**src/audio_codec_pkg.sv**
```systemverilog
//========================================
// audio codec bridge shared definitions
// sample widths, codec bus address, setup
// register table and the word types used
// between the setup and bus blocks
//========================================
package audio_codec_pkg;

   localparam int SAMPLE_W = 24;
   localparam int CFG_COUNT = 10;

   // 7-bit address 0x1a with the write bit
   localparam logic [7:0] CODEC_ADDR_BYTE = 8'h34;

   typedef logic signed [SAMPLE_W-1:0] audio_sample_t;

   typedef struct packed {
      audio_sample_t left;
      audio_sample_t right;
   } stereo_sample_t;

   // bus order, first byte on top
   typedef struct packed {
      logic [7:0] reg_byte;
      logic [7:0] data_byte;
   } codec_bytes_t;

   // codec register view
   typedef struct packed {
      logic [6:0] reg_addr;
      logic [8:0] ctrl_data;
   } codec_fields_t;

   typedef union packed {
      codec_bytes_t  bytes;
      codec_fields_t fields;
   } codec_word_u;

   //========================================
   // setup writes, issued in table order
   //========================================
   localparam codec_word_u CFG_TABLE [CFG_COUNT] = '{
      16'h0017,   // left line in
      16'h0217,   // right line in
      16'h0479,   // left headphone out
      16'h0679,   // right headphone out
      16'h0810,   // analogue path
      16'h0a06,   // digital path
      16'h0c00,   // power down control
      16'h0e4a,   // master, i2s, 24 bit
      16'h1000,   // sampling control
      16'h1201    // activate
   };

endpackage

```
**src/codec_setup_seq.sv**
```systemverilog
//========================================
// codec setup sequencer
// on a rising edge of aud_en walks the
// register table, one bus write per entry
//========================================
module codec_setup_seq #(
   parameter int SETUP_GAP = 256
) (
   input  logic                         rstn,
   input  logic                         aud_bclk,
   input  logic                         aud_en,
   input  logic                         busy,
   output logic                         cfg_start,
   output audio_codec_pkg::codec_word_u cfg_word
);
   import audio_codec_pkg::*;

   localparam int IDX_W = $clog2(CFG_COUNT);
   localparam int GAP_W = $clog2(SETUP_GAP);

   localparam logic [2:0] ST_IDLE      = 3'd0;
   localparam logic [2:0] ST_ISSUE     = 3'd1;
   localparam logic [2:0] ST_WAIT_ACK  = 3'd2;
   localparam logic [2:0] ST_WAIT_DONE = 3'd3;
   localparam logic [2:0] ST_GAP       = 3'd4;

   logic             en_meta;
   logic             en_sync;
   logic             en_prev;
   logic             en_rise;
   logic [2:0]       state;
   logic [IDX_W-1:0] idx;
   logic [GAP_W-1:0] gap_cnt;

   assign en_rise = en_sync & ~en_prev;

   always_ff @(posedge aud_bclk or negedge rstn)
   begin
      if (!rstn)
      begin
         en_meta   <= 1'b0;
         en_sync   <= 1'b0;
         en_prev   <= 1'b0;
         state     <= ST_IDLE;
         idx       <= '0;
         gap_cnt   <= '0;
         cfg_start <= 1'b0;
      end
      else
      begin
         en_meta   <= aud_en;
         en_sync   <= en_meta;
         en_prev   <= en_sync;
         cfg_start <= 1'b0;
         case (state)
            ST_IDLE:
            begin
               idx <= '0;
               if (en_rise)
                  state <= ST_ISSUE;
            end
            ST_ISSUE:
            begin
               cfg_start <= 1'b1;
               state     <= ST_WAIT_ACK;
            end
            ST_WAIT_ACK:
            begin
               if (busy)   // engine took the word
                  state <= ST_WAIT_DONE;
            end
            ST_WAIT_DONE:
            begin
               if (!busy)
               begin
                  gap_cnt <= '0;
                  idx     <= idx + 1'b1;
                  if (idx == IDX_W'(CFG_COUNT - 1))
                     state <= ST_IDLE;
                  else
                     state <= ST_GAP;
               end
            end
            ST_GAP:
            begin
               gap_cnt <= gap_cnt + 1'b1;
               if (gap_cnt == GAP_W'(SETUP_GAP - 2))
                  state <= ST_ISSUE;
            end
            default: state <= ST_IDLE;
         endcase
      end
   end

   // word is filled through the register view
   always_ff @(posedge aud_bclk)
   begin
      if (state == ST_ISSUE)
         cfg_word.fields <= CFG_TABLE[idx].fields;
   end

endmodule

```
**src/i2c_write_engine.sv**
```systemverilog
//========================================
// two-wire bus write engine
// sends address, register and data bytes
// as one frame with start and stop, all
// ack slots driven low
//========================================
module i2c_write_engine #(
   parameter int I2C_TICK_DIV = 64
) (
   input  logic                         rstn,
   input  logic                         aud_bclk,
   input  logic                         cfg_start,
   input  audio_codec_pkg::codec_word_u cfg_word,
   output logic                         busy,
   output logic                         aud_sclk,
   output logic                         aud_sdin
);
   import audio_codec_pkg::*;

   localparam int DIV_W = (I2C_TICK_DIV > 1) ? $clog2(I2C_TICK_DIV) : 1;
   localparam int FRAME_BITS = 27;   // three bytes, three acks

   // tick 0 start, 1..54 bit slots, 55 stop low, 56 stop high
   localparam logic [5:0] STOP_LOW  = 6'd55;
   localparam logic [5:0] LAST_TICK = 6'd56;

   logic [DIV_W-1:0]      div_cnt;
   logic                  tick;
   logic [5:0]            tick_idx;
   logic [5:0]            next_idx;
   logic                  slot_low;
   logic                  load;
   logic [FRAME_BITS-1:0] frame_sr;

   assign load     = cfg_start & ~busy;
   assign tick     = busy && (div_cnt == DIV_W'(I2C_TICK_DIV - 1));
   assign next_idx = tick_idx + 6'd1;
   assign slot_low = tick && next_idx[0] && (next_idx < STOP_LOW);

   //========================================
   // tick divider
   //========================================
   always_ff @(posedge aud_bclk or negedge rstn)
   begin
      if (!rstn)
         div_cnt <= '0;
      else if (!busy || tick)
         div_cnt <= '0;
      else
         div_cnt <= div_cnt + 1'b1;
   end

   //========================================
   // frame phases
   //========================================
   always_ff @(posedge aud_bclk or negedge rstn)
   begin
      if (!rstn)
      begin
         busy     <= 1'b0;
         tick_idx <= '0;
         aud_sclk <= 1'b1;
         aud_sdin <= 1'b1;
      end
      else if (load)
      begin
         busy     <= 1'b1;
         tick_idx <= '0;
         aud_sdin <= 1'b0;   // start, sclk stays high
      end
      else if (tick)
      begin
         if (tick_idx == LAST_TICK)
         begin
            busy     <= 1'b0;
            aud_sdin <= 1'b1;   // stop
         end
         else
         begin
            tick_idx <= next_idx;
            if (next_idx == STOP_LOW)
            begin
               aud_sclk <= 1'b0;
               aud_sdin <= 1'b0;
            end
            else if (slot_low)
            begin
               aud_sclk <= 1'b0;
               aud_sdin <= frame_sr[FRAME_BITS-1];
            end
            else
               aud_sclk <= 1'b1;
         end
      end
   end

   always_ff @(posedge aud_bclk)
   begin
      if (load)
         frame_sr <= {CODEC_ADDR_BYTE, 1'b0,
                      cfg_word.bytes.reg_byte, 1'b0,
                      cfg_word.bytes.data_byte, 1'b0};
      else if (slot_low)
         frame_sr <= {frame_sr[FRAME_BITS-2:0], 1'b0};   // msb first
   end

   // sequencer must wait for the frame to finish
   a_no_start_while_busy: assert property (@(posedge aud_bclk) disable iff (!rstn)
      cfg_start |-> !busy);

   // data moves under a high clock only for start and stop
   a_sdin_stable_high: assert property (@(posedge aud_bclk) disable iff (!rstn)
      ($changed(aud_sdin) && aud_sclk && $past(aud_sclk))
         |-> (busy && tick_idx == 6'd0) || !busy);

endmodule

```
**src/i2s_capture.sv**
```systemverilog
//========================================
// i2s adc capture
// shifts in 24-bit left and right words
// after each word-clock edge
//========================================
module i2s_capture (
   input  logic                            rstn,
   input  logic                            aud_bclk,
   input  logic                            aud_adclrc,
   input  logic                            aud_adcdat,
   output audio_codec_pkg::stereo_sample_t captured
);
   import audio_codec_pkg::*;

   localparam logic [4:0] LAST_BIT = 5'(SAMPLE_W - 1);

   logic          lrc_prev;
   logic          lrc_edge;
   logic          active;
   logic          right_ch;
   logic          word_done;
   logic          store;
   logic [4:0]    bit_cnt;
   audio_sample_t shift_word;

   assign lrc_edge = aud_adclrc ^ lrc_prev;

   always_ff @(posedge aud_bclk or negedge rstn)
   begin
      if (!rstn)
      begin
         lrc_prev  <= 1'b0;
         active    <= 1'b0;
         right_ch  <= 1'b0;
         word_done <= 1'b0;
         store     <= 1'b0;
         bit_cnt   <= '0;
      end
      else
      begin
         lrc_prev  <= aud_adclrc;
         word_done <= 1'b0;
         store     <= word_done;
         if (lrc_edge)
         begin
            active   <= 1'b1;
            bit_cnt  <= '0;
            right_ch <= aud_adclrc;   // high level is the right slot
         end
         else if (active)
         begin
            if (bit_cnt == LAST_BIT)
            begin
               active    <= 1'b0;
               word_done <= 1'b1;
            end
            else
               bit_cnt <= bit_cnt + 1'b1;
         end
      end
   end

   // one shifter, slots never overlap
   always_ff @(posedge aud_bclk)
   begin
      if (active)
         shift_word <= {shift_word[SAMPLE_W-2:0], aud_adcdat};
   end

   always_ff @(posedge aud_bclk or negedge rstn)
   begin
      if (!rstn)
         captured <= '0;
      else if (store)
      begin
         if (right_ch)
            captured.right <= shift_word;
         else
            captured.left <= shift_word;
      end
   end

   a_bit_cnt_range: assert property (@(posedge aud_bclk) disable iff (!rstn)
      bit_cnt <= LAST_BIT);

endmodule

```
**src/i2s_playback.sv**
```systemverilog
//========================================
// i2s dac playback
// sends the stored word of each channel,
// data changes on the falling bit clock
//========================================
module i2s_playback (
   input  logic                            rstn,
   input  logic                            aud_bclk,
   input  logic                            aud_daclrc,
   input  audio_codec_pkg::stereo_sample_t captured,
   output logic                            aud_dacdat
);
   import audio_codec_pkg::*;

   localparam logic [4:0] LAST_BIT = 5'(SAMPLE_W - 1);

   logic          lrc_prev;
   logic          lrc_edge;
   logic          active;
   logic [4:0]    bit_cnt;
   audio_sample_t shift_word;

   assign lrc_edge = aud_daclrc ^ lrc_prev;

   always_ff @(posedge aud_bclk or negedge rstn)
   begin
      if (!rstn)
      begin
         lrc_prev <= 1'b0;
         active   <= 1'b0;
         bit_cnt  <= '0;
      end
      else
      begin
         lrc_prev <= aud_daclrc;
         if (lrc_edge)
         begin
            active  <= 1'b1;
            bit_cnt <= '0;
         end
         else if (active)
         begin
            if (bit_cnt == LAST_BIT)
               active <= 1'b0;
            else
               bit_cnt <= bit_cnt + 1'b1;
         end
      end
   end

   always_ff @(posedge aud_bclk)
   begin
      if (lrc_edge)
         shift_word <= aud_daclrc ? captured.right : captured.left;
      else if (active)
         shift_word <= {shift_word[SAMPLE_W-2:0], 1'b0};
   end

   always_ff @(negedge aud_bclk or negedge rstn)
   begin
      if (!rstn)
         aud_dacdat <= 1'b0;
      else if (active)
         aud_dacdat <= shift_word[SAMPLE_W-1];   // holds between slots
   end

   // word clock must not cut a slot short
   a_load_at_slot_start: assert property (@(posedge aud_bclk) disable iff (!rstn)
      lrc_edge |-> !active || bit_cnt == LAST_BIT);

endmodule

```
**src/audio_codec_top.sv**
```systemverilog
//========================================
// audio codec bridge top level
// codec setup over the two-wire bus and
// line-in to line-out i2s loopback
//========================================
module audio_codec_top #(
   parameter int I2C_TICK_DIV = 64,
   parameter int SETUP_GAP    = 256
) (
   input  logic rstn,
   input  logic aud_bclk,
   input  logic aud_en,
   input  logic aud_adclrc,
   input  logic aud_adcdat,
   input  logic aud_daclrc,
   output logic aud_sclk,
   output logic aud_sdin,
   output logic aud_dacdat
);
   import audio_codec_pkg::*;

   logic           cfg_start;
   logic           busy;
   codec_word_u    cfg_word;
   stereo_sample_t captured;

   //========================================
   // codec setup
   //========================================
   codec_setup_seq #(
      .SETUP_GAP (SETUP_GAP)
   ) codec_setup_seq_i (
      .rstn      (rstn),
      .aud_bclk  (aud_bclk),
      .aud_en    (aud_en),
      .busy      (busy),
      .cfg_start (cfg_start),
      .cfg_word  (cfg_word)
   );

   i2c_write_engine #(
      .I2C_TICK_DIV (I2C_TICK_DIV)
   ) i2c_write_engine_i (
      .rstn      (rstn),
      .aud_bclk  (aud_bclk),
      .cfg_start (cfg_start),
      .cfg_word  (cfg_word),
      .busy      (busy),
      .aud_sclk  (aud_sclk),
      .aud_sdin  (aud_sdin)
   );

   //========================================
   // audio loopback
   //========================================
   i2s_capture i2s_capture_i (
      .rstn       (rstn),
      .aud_bclk   (aud_bclk),
      .aud_adclrc (aud_adclrc),
      .aud_adcdat (aud_adcdat),
      .captured   (captured)
   );

   i2s_playback i2s_playback_i (
      .rstn       (rstn),
      .aud_bclk   (aud_bclk),
      .aud_daclrc (aud_daclrc),
      .captured   (captured),
      .aud_dacdat (aud_dacdat)
   );

endmodule

```
**config.mk**
```make
export PLATFORM = sky130hd
export DESIGN_NAME = audio_codec_top
export DESIGN_NICKNAME = d
export VERILOG_FILES = /design/src/audio_codec_pkg.sv /design/src/codec_setup_seq.sv /design/src/i2c_write_engine.sv /design/src/i2s_capture.sv /design/src/i2s_playback.sv /design/src/audio_codec_top.sv
export SDC_FILE = /design/constraint.sdc
export NUM_CORES = 1
export LEC_CHECK = 0
export BUFFER_PORTS_ARGS = -buffer_cell sky130_fd_sc_hd__buf_4
export CAP_MARGIN = 20
export CORE_MARGIN = 1.5
export CORE_UTILIZATION = 45
export DETAILED_ROUTE_END_ITERATION = 16
export PLACE_DENSITY_LB_ADDON = 0.05
export SETUP_SLACK_MARGIN = 0.02
export SYNTH_ARGS = -nofsm -noshare
export SYNTH_HDL_FRONTEND = slang
export SYNTH_HIERARCHICAL = 1
export SYNTH_SLANG_ARGS = --single-unit
```
**constraint.sdc**
```tcl
create_clock -name aud_bclk -period 3.95 [get_ports aud_bclk]
set_input_delay 0.395 -clock aud_bclk [delete_from_list [all_inputs] [get_ports aud_bclk]]
set_output_delay 0.395 -clock aud_bclk [all_outputs]
set_load 0.01 [all_outputs]
```
; ---- Word level (Yosys, flattened, before mapping)
; Memory sizes are Yosys's and may differ from the RTL's. A register that Yosys moved wholly into a read port is not among the register bits.
; Index checks and enable logic that the tools add are counted.
[op_classes]
addsub = 6
n_lt_le_gt_ge = 1
n_eq_ne = 18
n_mux = 45
bitwise = 10
n_reduce_logical = 25
[op_table]
columns = op, count
row1 = two-way mux 24 bit, 3
row2 = two-way mux 18 bit, 2
row3 = two-way mux 5 bit, 6
row4 = two-way mux 6 bit, 4
row5 = two-way mux 1 bit, 20
row6 = "== test 6 bit, second input constant", 3
row7 = AND reduction 2 bit, 9
row8 = one-hot mux 8 bit (2 select lines), 1
row9 = two-way mux 3 bit, 5
row10 = one-hot mux 3 bit (5 select lines), 1
row11 = nonzero test 2 bit, 7
row12 = "adder 6 x 1 -> 6 bit, second input constant", 2
row13 = "!= test 2 x 1 -> 1 bit, second input constant", 6
row14 = "adder 5 x 1 -> 5 bit, second input constant", 2
row15 = "== test 5 bit, second input constant", 2
row16 = "adder 8 x 1 -> 8 bit, second input constant", 1
row17 = "== test 8 bit, second input constant", 1
row18 = two-way mux 8 bit, 1
row19 = one-hot mux 4 bit (2 select lines), 1
row20 = "== test 3 x 2 -> 1 bit, second input constant", 2
row21 = "< comparator 6 bit, second input constant", 1
row22 = inverter 1 bit, 5
row23 = inverter 4 -> 5 bit, 1
row24 = "adder 4 x 1 -> 4 bit, second input constant", 1
row25 = other kinds (14), 18
[word_totals]
regBits = 174
mem_bits_ro = 256
inputBits = 6
output_inout_bits = 3
word_cells = 134
n_memories = 1
[memory_table]
columns = name, depth, width, read_ports, rd_ports_with_merged_regs, write_ports, line
row1 = (no name shown), 16, 16, 1, 1, 0, codec_setup_seq.sv:99  ; cfg_word.fields <= CFG_TABLE[idx].fields;

; ---- Longest topological paths before layout
; Gate-level depths: netlist of run 1.
[depth]
depth_word = 9
ltp_mapped = 9
depth_no_buf = 7

; ---- Cells and area by module
; Netlist of run 1, hierarchy kept.
[modules_own_cells]
columns = module, instances, cells_each, area_each_um2, seq_area_each_um2
row1 = i2s_capture, 1, 166, 2930.3, 2172.1
row2 = i2c_write_engine, 1, 182, 2006.9, 1058.5
row3 = i2s_playback, 1, 165, 1869.3, 920.9
row4 = codec_setup_seq, 1, 123, 1388.8, 775.7

==> run metrics, run 1 <==
Core Area=0.0179 mm^2; Hold WC Path Type=primary input to flip-flop; hold path start=aud_en; DRT iter0 DRCs=slightly above 300; CTS tree=done; Final #Nets=around 650; setup violators final=0; num rows=49; CTS H-tree lvls=4; dpl ws=1.07 ns; largest net degree at the start of global routing=53; Top FF cell, synth=dfrtp_1; Ys Warns=6; crit-path max cell delay=0.40 ns; EDFF count, synth=74; clock buffer count from CTS=17; GRT Total Usage=16.1%; Die H=138 um; Critical Path Source Type=flip-flop; Max Root-Sink Buffers=2; worst hold path depth=1; hold-fix buffers at CTS=0; DP HPWL=between 8000 and 9000 um; slew margin rel.=54.2%; total gr overflow=0; most instantiated cells after synthesis=97 x dfrtp_1, 74 x edfxtp_1, 34 x a21oi_1, 34 x mux2_2, 30 x nand3_1; Worst path slowest cell=dfrtn_1; Synth Instances=636; gpl congestion=about 0.75; Setup CP Type=flip-flop to primary output; Root Driver=clkbuf_16; vias per cell=around 5.5; Yosys top cell area share=29.6%; DR DRC count=0; Area Overhead vs Synth=8.69%; hold slack=0.0730 ns; number of cells on the worst reg-to-reg path=1; WL/cell=16.0 um; post-route ant nets=0; drt total wl=about 14,000 um; global-route wire length before repair=23,600 um; antenna violations before repair=0; Max Fanout on Critical Path=2; Crit path depth=1; Leakage=3.70 nW; Top delay family on crit path=flip-flops; Initial Util=45.8%; register area share after synthesis=60.1%; antenna fix cells=0; most common cell in the netlist=dfrtp_1; cell area power density=491 mW/mm^2; Max Cap Violations=0; number of vias in the routed layout=4,840; post-CTS setup buffers=0; post-CTS resize count=0; Worst Path Arrival=just under 3 ns; CTS clk-pin slew, worst paths=0.06 ns; CP endpoint kind=primary output; post-synthesis cell type count=69; DIE WIDTH=138 um; CP cell instances=buf_4; layout cells sized above 1=16.5%; Slew Limit Fails=0; Netlist Area Pre-Place=just over 0.008 mm^2; most area-hungry cell type in the Yosys netlist=dfrtp_1; final setup margin=0.663 ns; DIE AREA=between 0.015 and 0.02 mm^2; top post-synthesis cells by area=dfrtp_1 30%, edfxtp_1 27%, mux2_2 4.7%, mux2i_1 3.4%, dfxtp_1 2.4%; Synth Register Bits=184; average cell area after synthesis=12.9 um^2; ys async rst share=approximately 54%; RSZ-0062 raised after global routing=false; Clock Skew=roughly 0.024 ns; maximum vdd drop=0.412 mV; port buffer count=8; Least-Margin Pin Slew=0.688 ns; Critical R2R Launch=i2s_playback_i/active$_DFF_PN0_; Crit. Startpoint=i2s_playback_i/aud_dacdat$_DFFE_NN0P_; Worst Path Required=3.56 ns; iteration count of the initial detailed-routing pass=4; Fin Setup TNS=0 ns; post-route cell area=0.00891 mm^2; # IOs=9; worst path bufs/invs=1; CTS Sinks=184; Cell Area, Placed=0.00834 mm^2; vias in the first global route=4,684; FILL cells=1,569; status=finished clean; Final Hold Vio Count=0; Clk Latency, worst-skew pair=0.42 ns
-- cells by family after synthesis --
logic type	share of synthesized area, %
xor+xnor	1.59
simple gates	10.5
mux	10.4
buf+inv	4.18
fa+ha+maj	1.68
other cells	0.0458
compound gates	11.4
flops	60.1
-- flip-flops by register name (all words and copies together), names as in the netlist, 3 cells and up --
signal / flops
codec_setup_seq_i/cfg_word: 10
codec_setup_seq_i/gap_cnt: 8
codec_setup_seq_i/idx: 4
codec_setup_seq_i/state: 3
i2c_write_engine_i/div_cnt: 6
i2c_write_engine_i/frame_sr: 26
i2c_write_engine_i/tick_idx: 6
i2s_capture_i/bit_cnt: 5
i2s_capture_i/captured: 48
i2s_capture_i/shift_word: 24
i2s_playback_i/bit_cnt: 5
i2s_playback_i/shift_word: 24
-- metal layers --
layer | wire, um | global-route usage, % | vias to the layer above
met5 | 0 | 0 | -
met4 | 183 | 5.73 | 0
met3 | 353 | 3.76 | 11
met2 | 6490 | 24.5 | 42
met1 | 6990 | 22.5 | 2455
li1 | - | - | 2332
-- placed cells by master, fill, tap and decap left out, types with 4 or more instances in the layout --
cell       netlist  final
dfrtp_1         97     97
edfxtp_1        74     74
a21oi_1         34     34
mux2_2          34     34
nand3_1         30     30
mux2i_1         28     28
nor2b_1         27     26
a211oi_1        23     23
nand2_1         20     20
o21ai_0         20     19
buf_4           11     19
nor2_1          18     18
clkbuf_16        0     17
mux2_1          17     17
inv_1           12     12
a22o_1          12     12
o21ai_1         10     11
ha_1            11     11
dfxtp_1         10     10
xor2_1           9      9
nand4_1          8      8
nand2b_1         7      7
nor3_1           7      7
a21oi_2          7      7
and2_1           6      6
conb_1           1      5
a22o_2           5      5
xnor2_1          4      4
or3_1            4      4
-- final timing paths --
kind	end	slack, ns
setup / recovery	aud_dacdat	0.66
hold / removal	codec_setup_seq_i/en_meta$_DFF_PN0_	0.07
setup reg to reg	i2s_playback_i/aud_dacdat$_DFFE_NN0P_	1.03
hold reg to reg	codec_setup_seq_i/en_sync$_DFF_PN0_	0.35
max in group asynchronous	i2s_playback_i/aud_dacdat$_DFFE_NN0P_	2.19
min in group asynchronous	i2s_playback_i/bit_cnt[3]$_DFFE_PN0P_	0.12
-- area by class of cell --
| type | count | area [um^2] | share of cell area, % |
|---|---|---|---|
| well taps | 229 | 287 | 3.22 |
| clock inverters | 13 | 130 | 1.46 |
| flip-flops and latches | 184 | 4930 | 55.3 |
| repair buffers | 19 | 143 | 1.60 |
| clock buffers | 19 | 433 | 4.86 |
| inverters | 12 | 45.0 | 0.506 |
| multi-input cells | 397 | 2940 | 33.0 |
-- through the flow --
stage          std cells  util (%)  power (mW)
4_1_cts              873      49.8        4.43
5_1_grt              873      49.8        4.58
2_1_floorplan        640         -        2.66
3_5_place_dp         841      46.6        2.76
6_report             873      49.8        4.37
3_3_place_gp         841      46.6        2.74
-- power by group --
group | switching [mW] | leakage (nW) | internal, mW
Clock | 0.716 | 0.266 | 0.927
Sequential | 0.153 | 2.16 | 2.17
Combinational | 0.214 | 1.27 | 0.188
Note: power is estimated with default switching activity, not from simulation.
==> run 2: changes to the inputs <==
- clock period: 3.95 -> 3.1 ns (I/O delays scaled with it)
==> run metrics, run 2 (synthesis gave the netlist of run 1 again) <==
status=finished clean; worst flop-to-flop path endpoint=i2s_playback_i/aud_dacdat$_DFFE_NN0P_; Root Driver=clkbuf_16; GRT Total Usage=15.8%; antenna fix cells=0; CP cell instances=buf_4; drt total wl=~14,000 um; CTS H-tree lvls=4; register name with the most flops=i2s_capture_i/captured; DP HPWL=8310 um; Worst path slowest cell=dfrtn_1; Critical R2R Launch=i2s_playback_i/active$_DFF_PN0_; Die H=138 um; max reg flops=48; WL/cell=between 15 and 20 um; RSZ-0062 raised after global routing=false; port buffer count=8; CTS tree=done; Cell Area, Placed=about 0.0083 mm^2; Area Overhead vs Synth=9.98%; CTS clk-pin slew, worst paths=0.07 ns; vias per cell=~5.5; slew margin rel.=approximately half; Critical Path Source Type=flip-flop; number of vias in the routed layout=4,791; r2r setup slk=0.59 ns; largest net degree at the start of global routing=57; Hold WC Path Type=primary input to async pin; Max Cap Violations=0; biggest regs=i2s_capture_i/captured x48, i2c_write_engine_i/frame_sr x26; layout cells sized above 1=approximately 17%; Setup CP Type=flip-flop to primary output; Clk Latency, worst-skew pair=0.42 ns; Worst Path Required=2.79 ns; antenna violations before repair=0; CTS Sinks=184; DIE WIDTH=138 um; commonest non-fill, non-tap cell in the layout=dfrtp_1; worst path bufs/invs=1; DRT iter0 DRCs=around 280; global-route wire length before repair=23,400 um; final setup margin=0.319 ns; number of cells on the worst reg-to-reg path=1; Top delay family on crit path=flip-flops; post-route ant nets=0; vias in the first global route=4,741; Leakage=about 3.8 nW; Worst Path Arrival=2.47 ns; Layout Utilization=50.3%; Core Area=0.0179 mm^2; num rows=49; Crit. Startpoint=i2s_playback_i/aud_dacdat$_DFFE_NN0P_; Final Total Pwr=5.86 mW; cell area power density=about 650 mW/mm^2; setup violators final=0; # IOs=9; Final Hold Vio Count=0; Slew Limit Fails=0; dpl ws=0.614 ns; clock buffer count from CTS=17; Max Root-Sink Buffers=2; DR DRC count=0; Fin Setup TNS=0 ns; iteration count of the initial detailed-routing pass=5; maximum vdd drop=0.498 mV; Least-Margin Pin Slew=0.758 ns; Final #Nets=about 650; crit-path max cell delay=0.41 ns; Clock Skew=0.0228 ns; Max Fanout on Critical Path=2; total gr overflow=0; DIE AREA=about 0.019 mm^2; CP endpoint kind=primary output; Initial Util=45.8%; post-route cell area=between 0.009 and 0.01 mm^2; post-CTS resize count=0; most frequent cells in the layout=97 x dfrtp_1, 74 x edfxtp_1, 34 x a21oi_1, 34 x mux2_2, 30 x nand3_1; gpl congestion=0.801
[run 2: per-layer routing]
layer / up-vias / routed length [um] / part of all wire [%] / track usage [%]
li1: 2330 / - / - / -
met3: 9 / 414 / 3.0 / 4.50
met4: 0 / 111 / 0.81 / 4.17
met1: 2403 / 6780 / 50 / 21.5
met2: 49 / 6350 / 47 / 25.0
met5: - / 0 / 0 / 0
[run 2: repair_timing]
action                                  4_1_cts  5_1_grt
hold endpoints to repair                      1        0
buffers inserted                              0        0
hold buffers                                  1        0
endpoints found under the setup margin        0        0
[run 2: how the worst max path moves through the flow]
stage,endpoint,slack [ns],cells past startpoint
floorplan,i2c_write_engine_i/frame_sr[10]$_DFFE_PP_,0.05,6
global placement,i2s_playback_i/aud_dacdat$_DFFE_NN0P_,0.64,1
detailed placement,i2s_playback_i/aud_dacdat$_DFFE_NN0P_,0.61,1
CTS,aud_dacdat,0.30,1
global route,aud_dacdat,0.27,1
finish,aud_dacdat,0.32,1
[run 2: final cells by class]
type	count	area (um^2)
clock inverter	14	230
fill	1548	8890
multi-input combinational	397	2940
clock buffer	18	429
timing repair buffer	20	153
tap	229	287
sequential	184	4930
inverter	12	45.0
[run 2: metrics by stage]
| stage | hold slack [ns] | instances |
|---|---|---|
| 2_1_floorplan | 0.0144 | 640 |
| 3_3_place_gp | 0.337 | 841 |
| 3_5_place_dp | 0.345 | 841 |
| 4_1_cts | 0.0204 | 874 |
| 5_1_grt | 0.0311 | 874 |
| 6_report | 0.00528 | 874 |
[run 2: report_power, final]
part	total, mW	internal, mW	switching [mW]
logic	0.515	0.240	0.275
registers	2.96	2.77	0.189
clock network	2.39	1.51	0.886
total	5.86	4.51	1.35
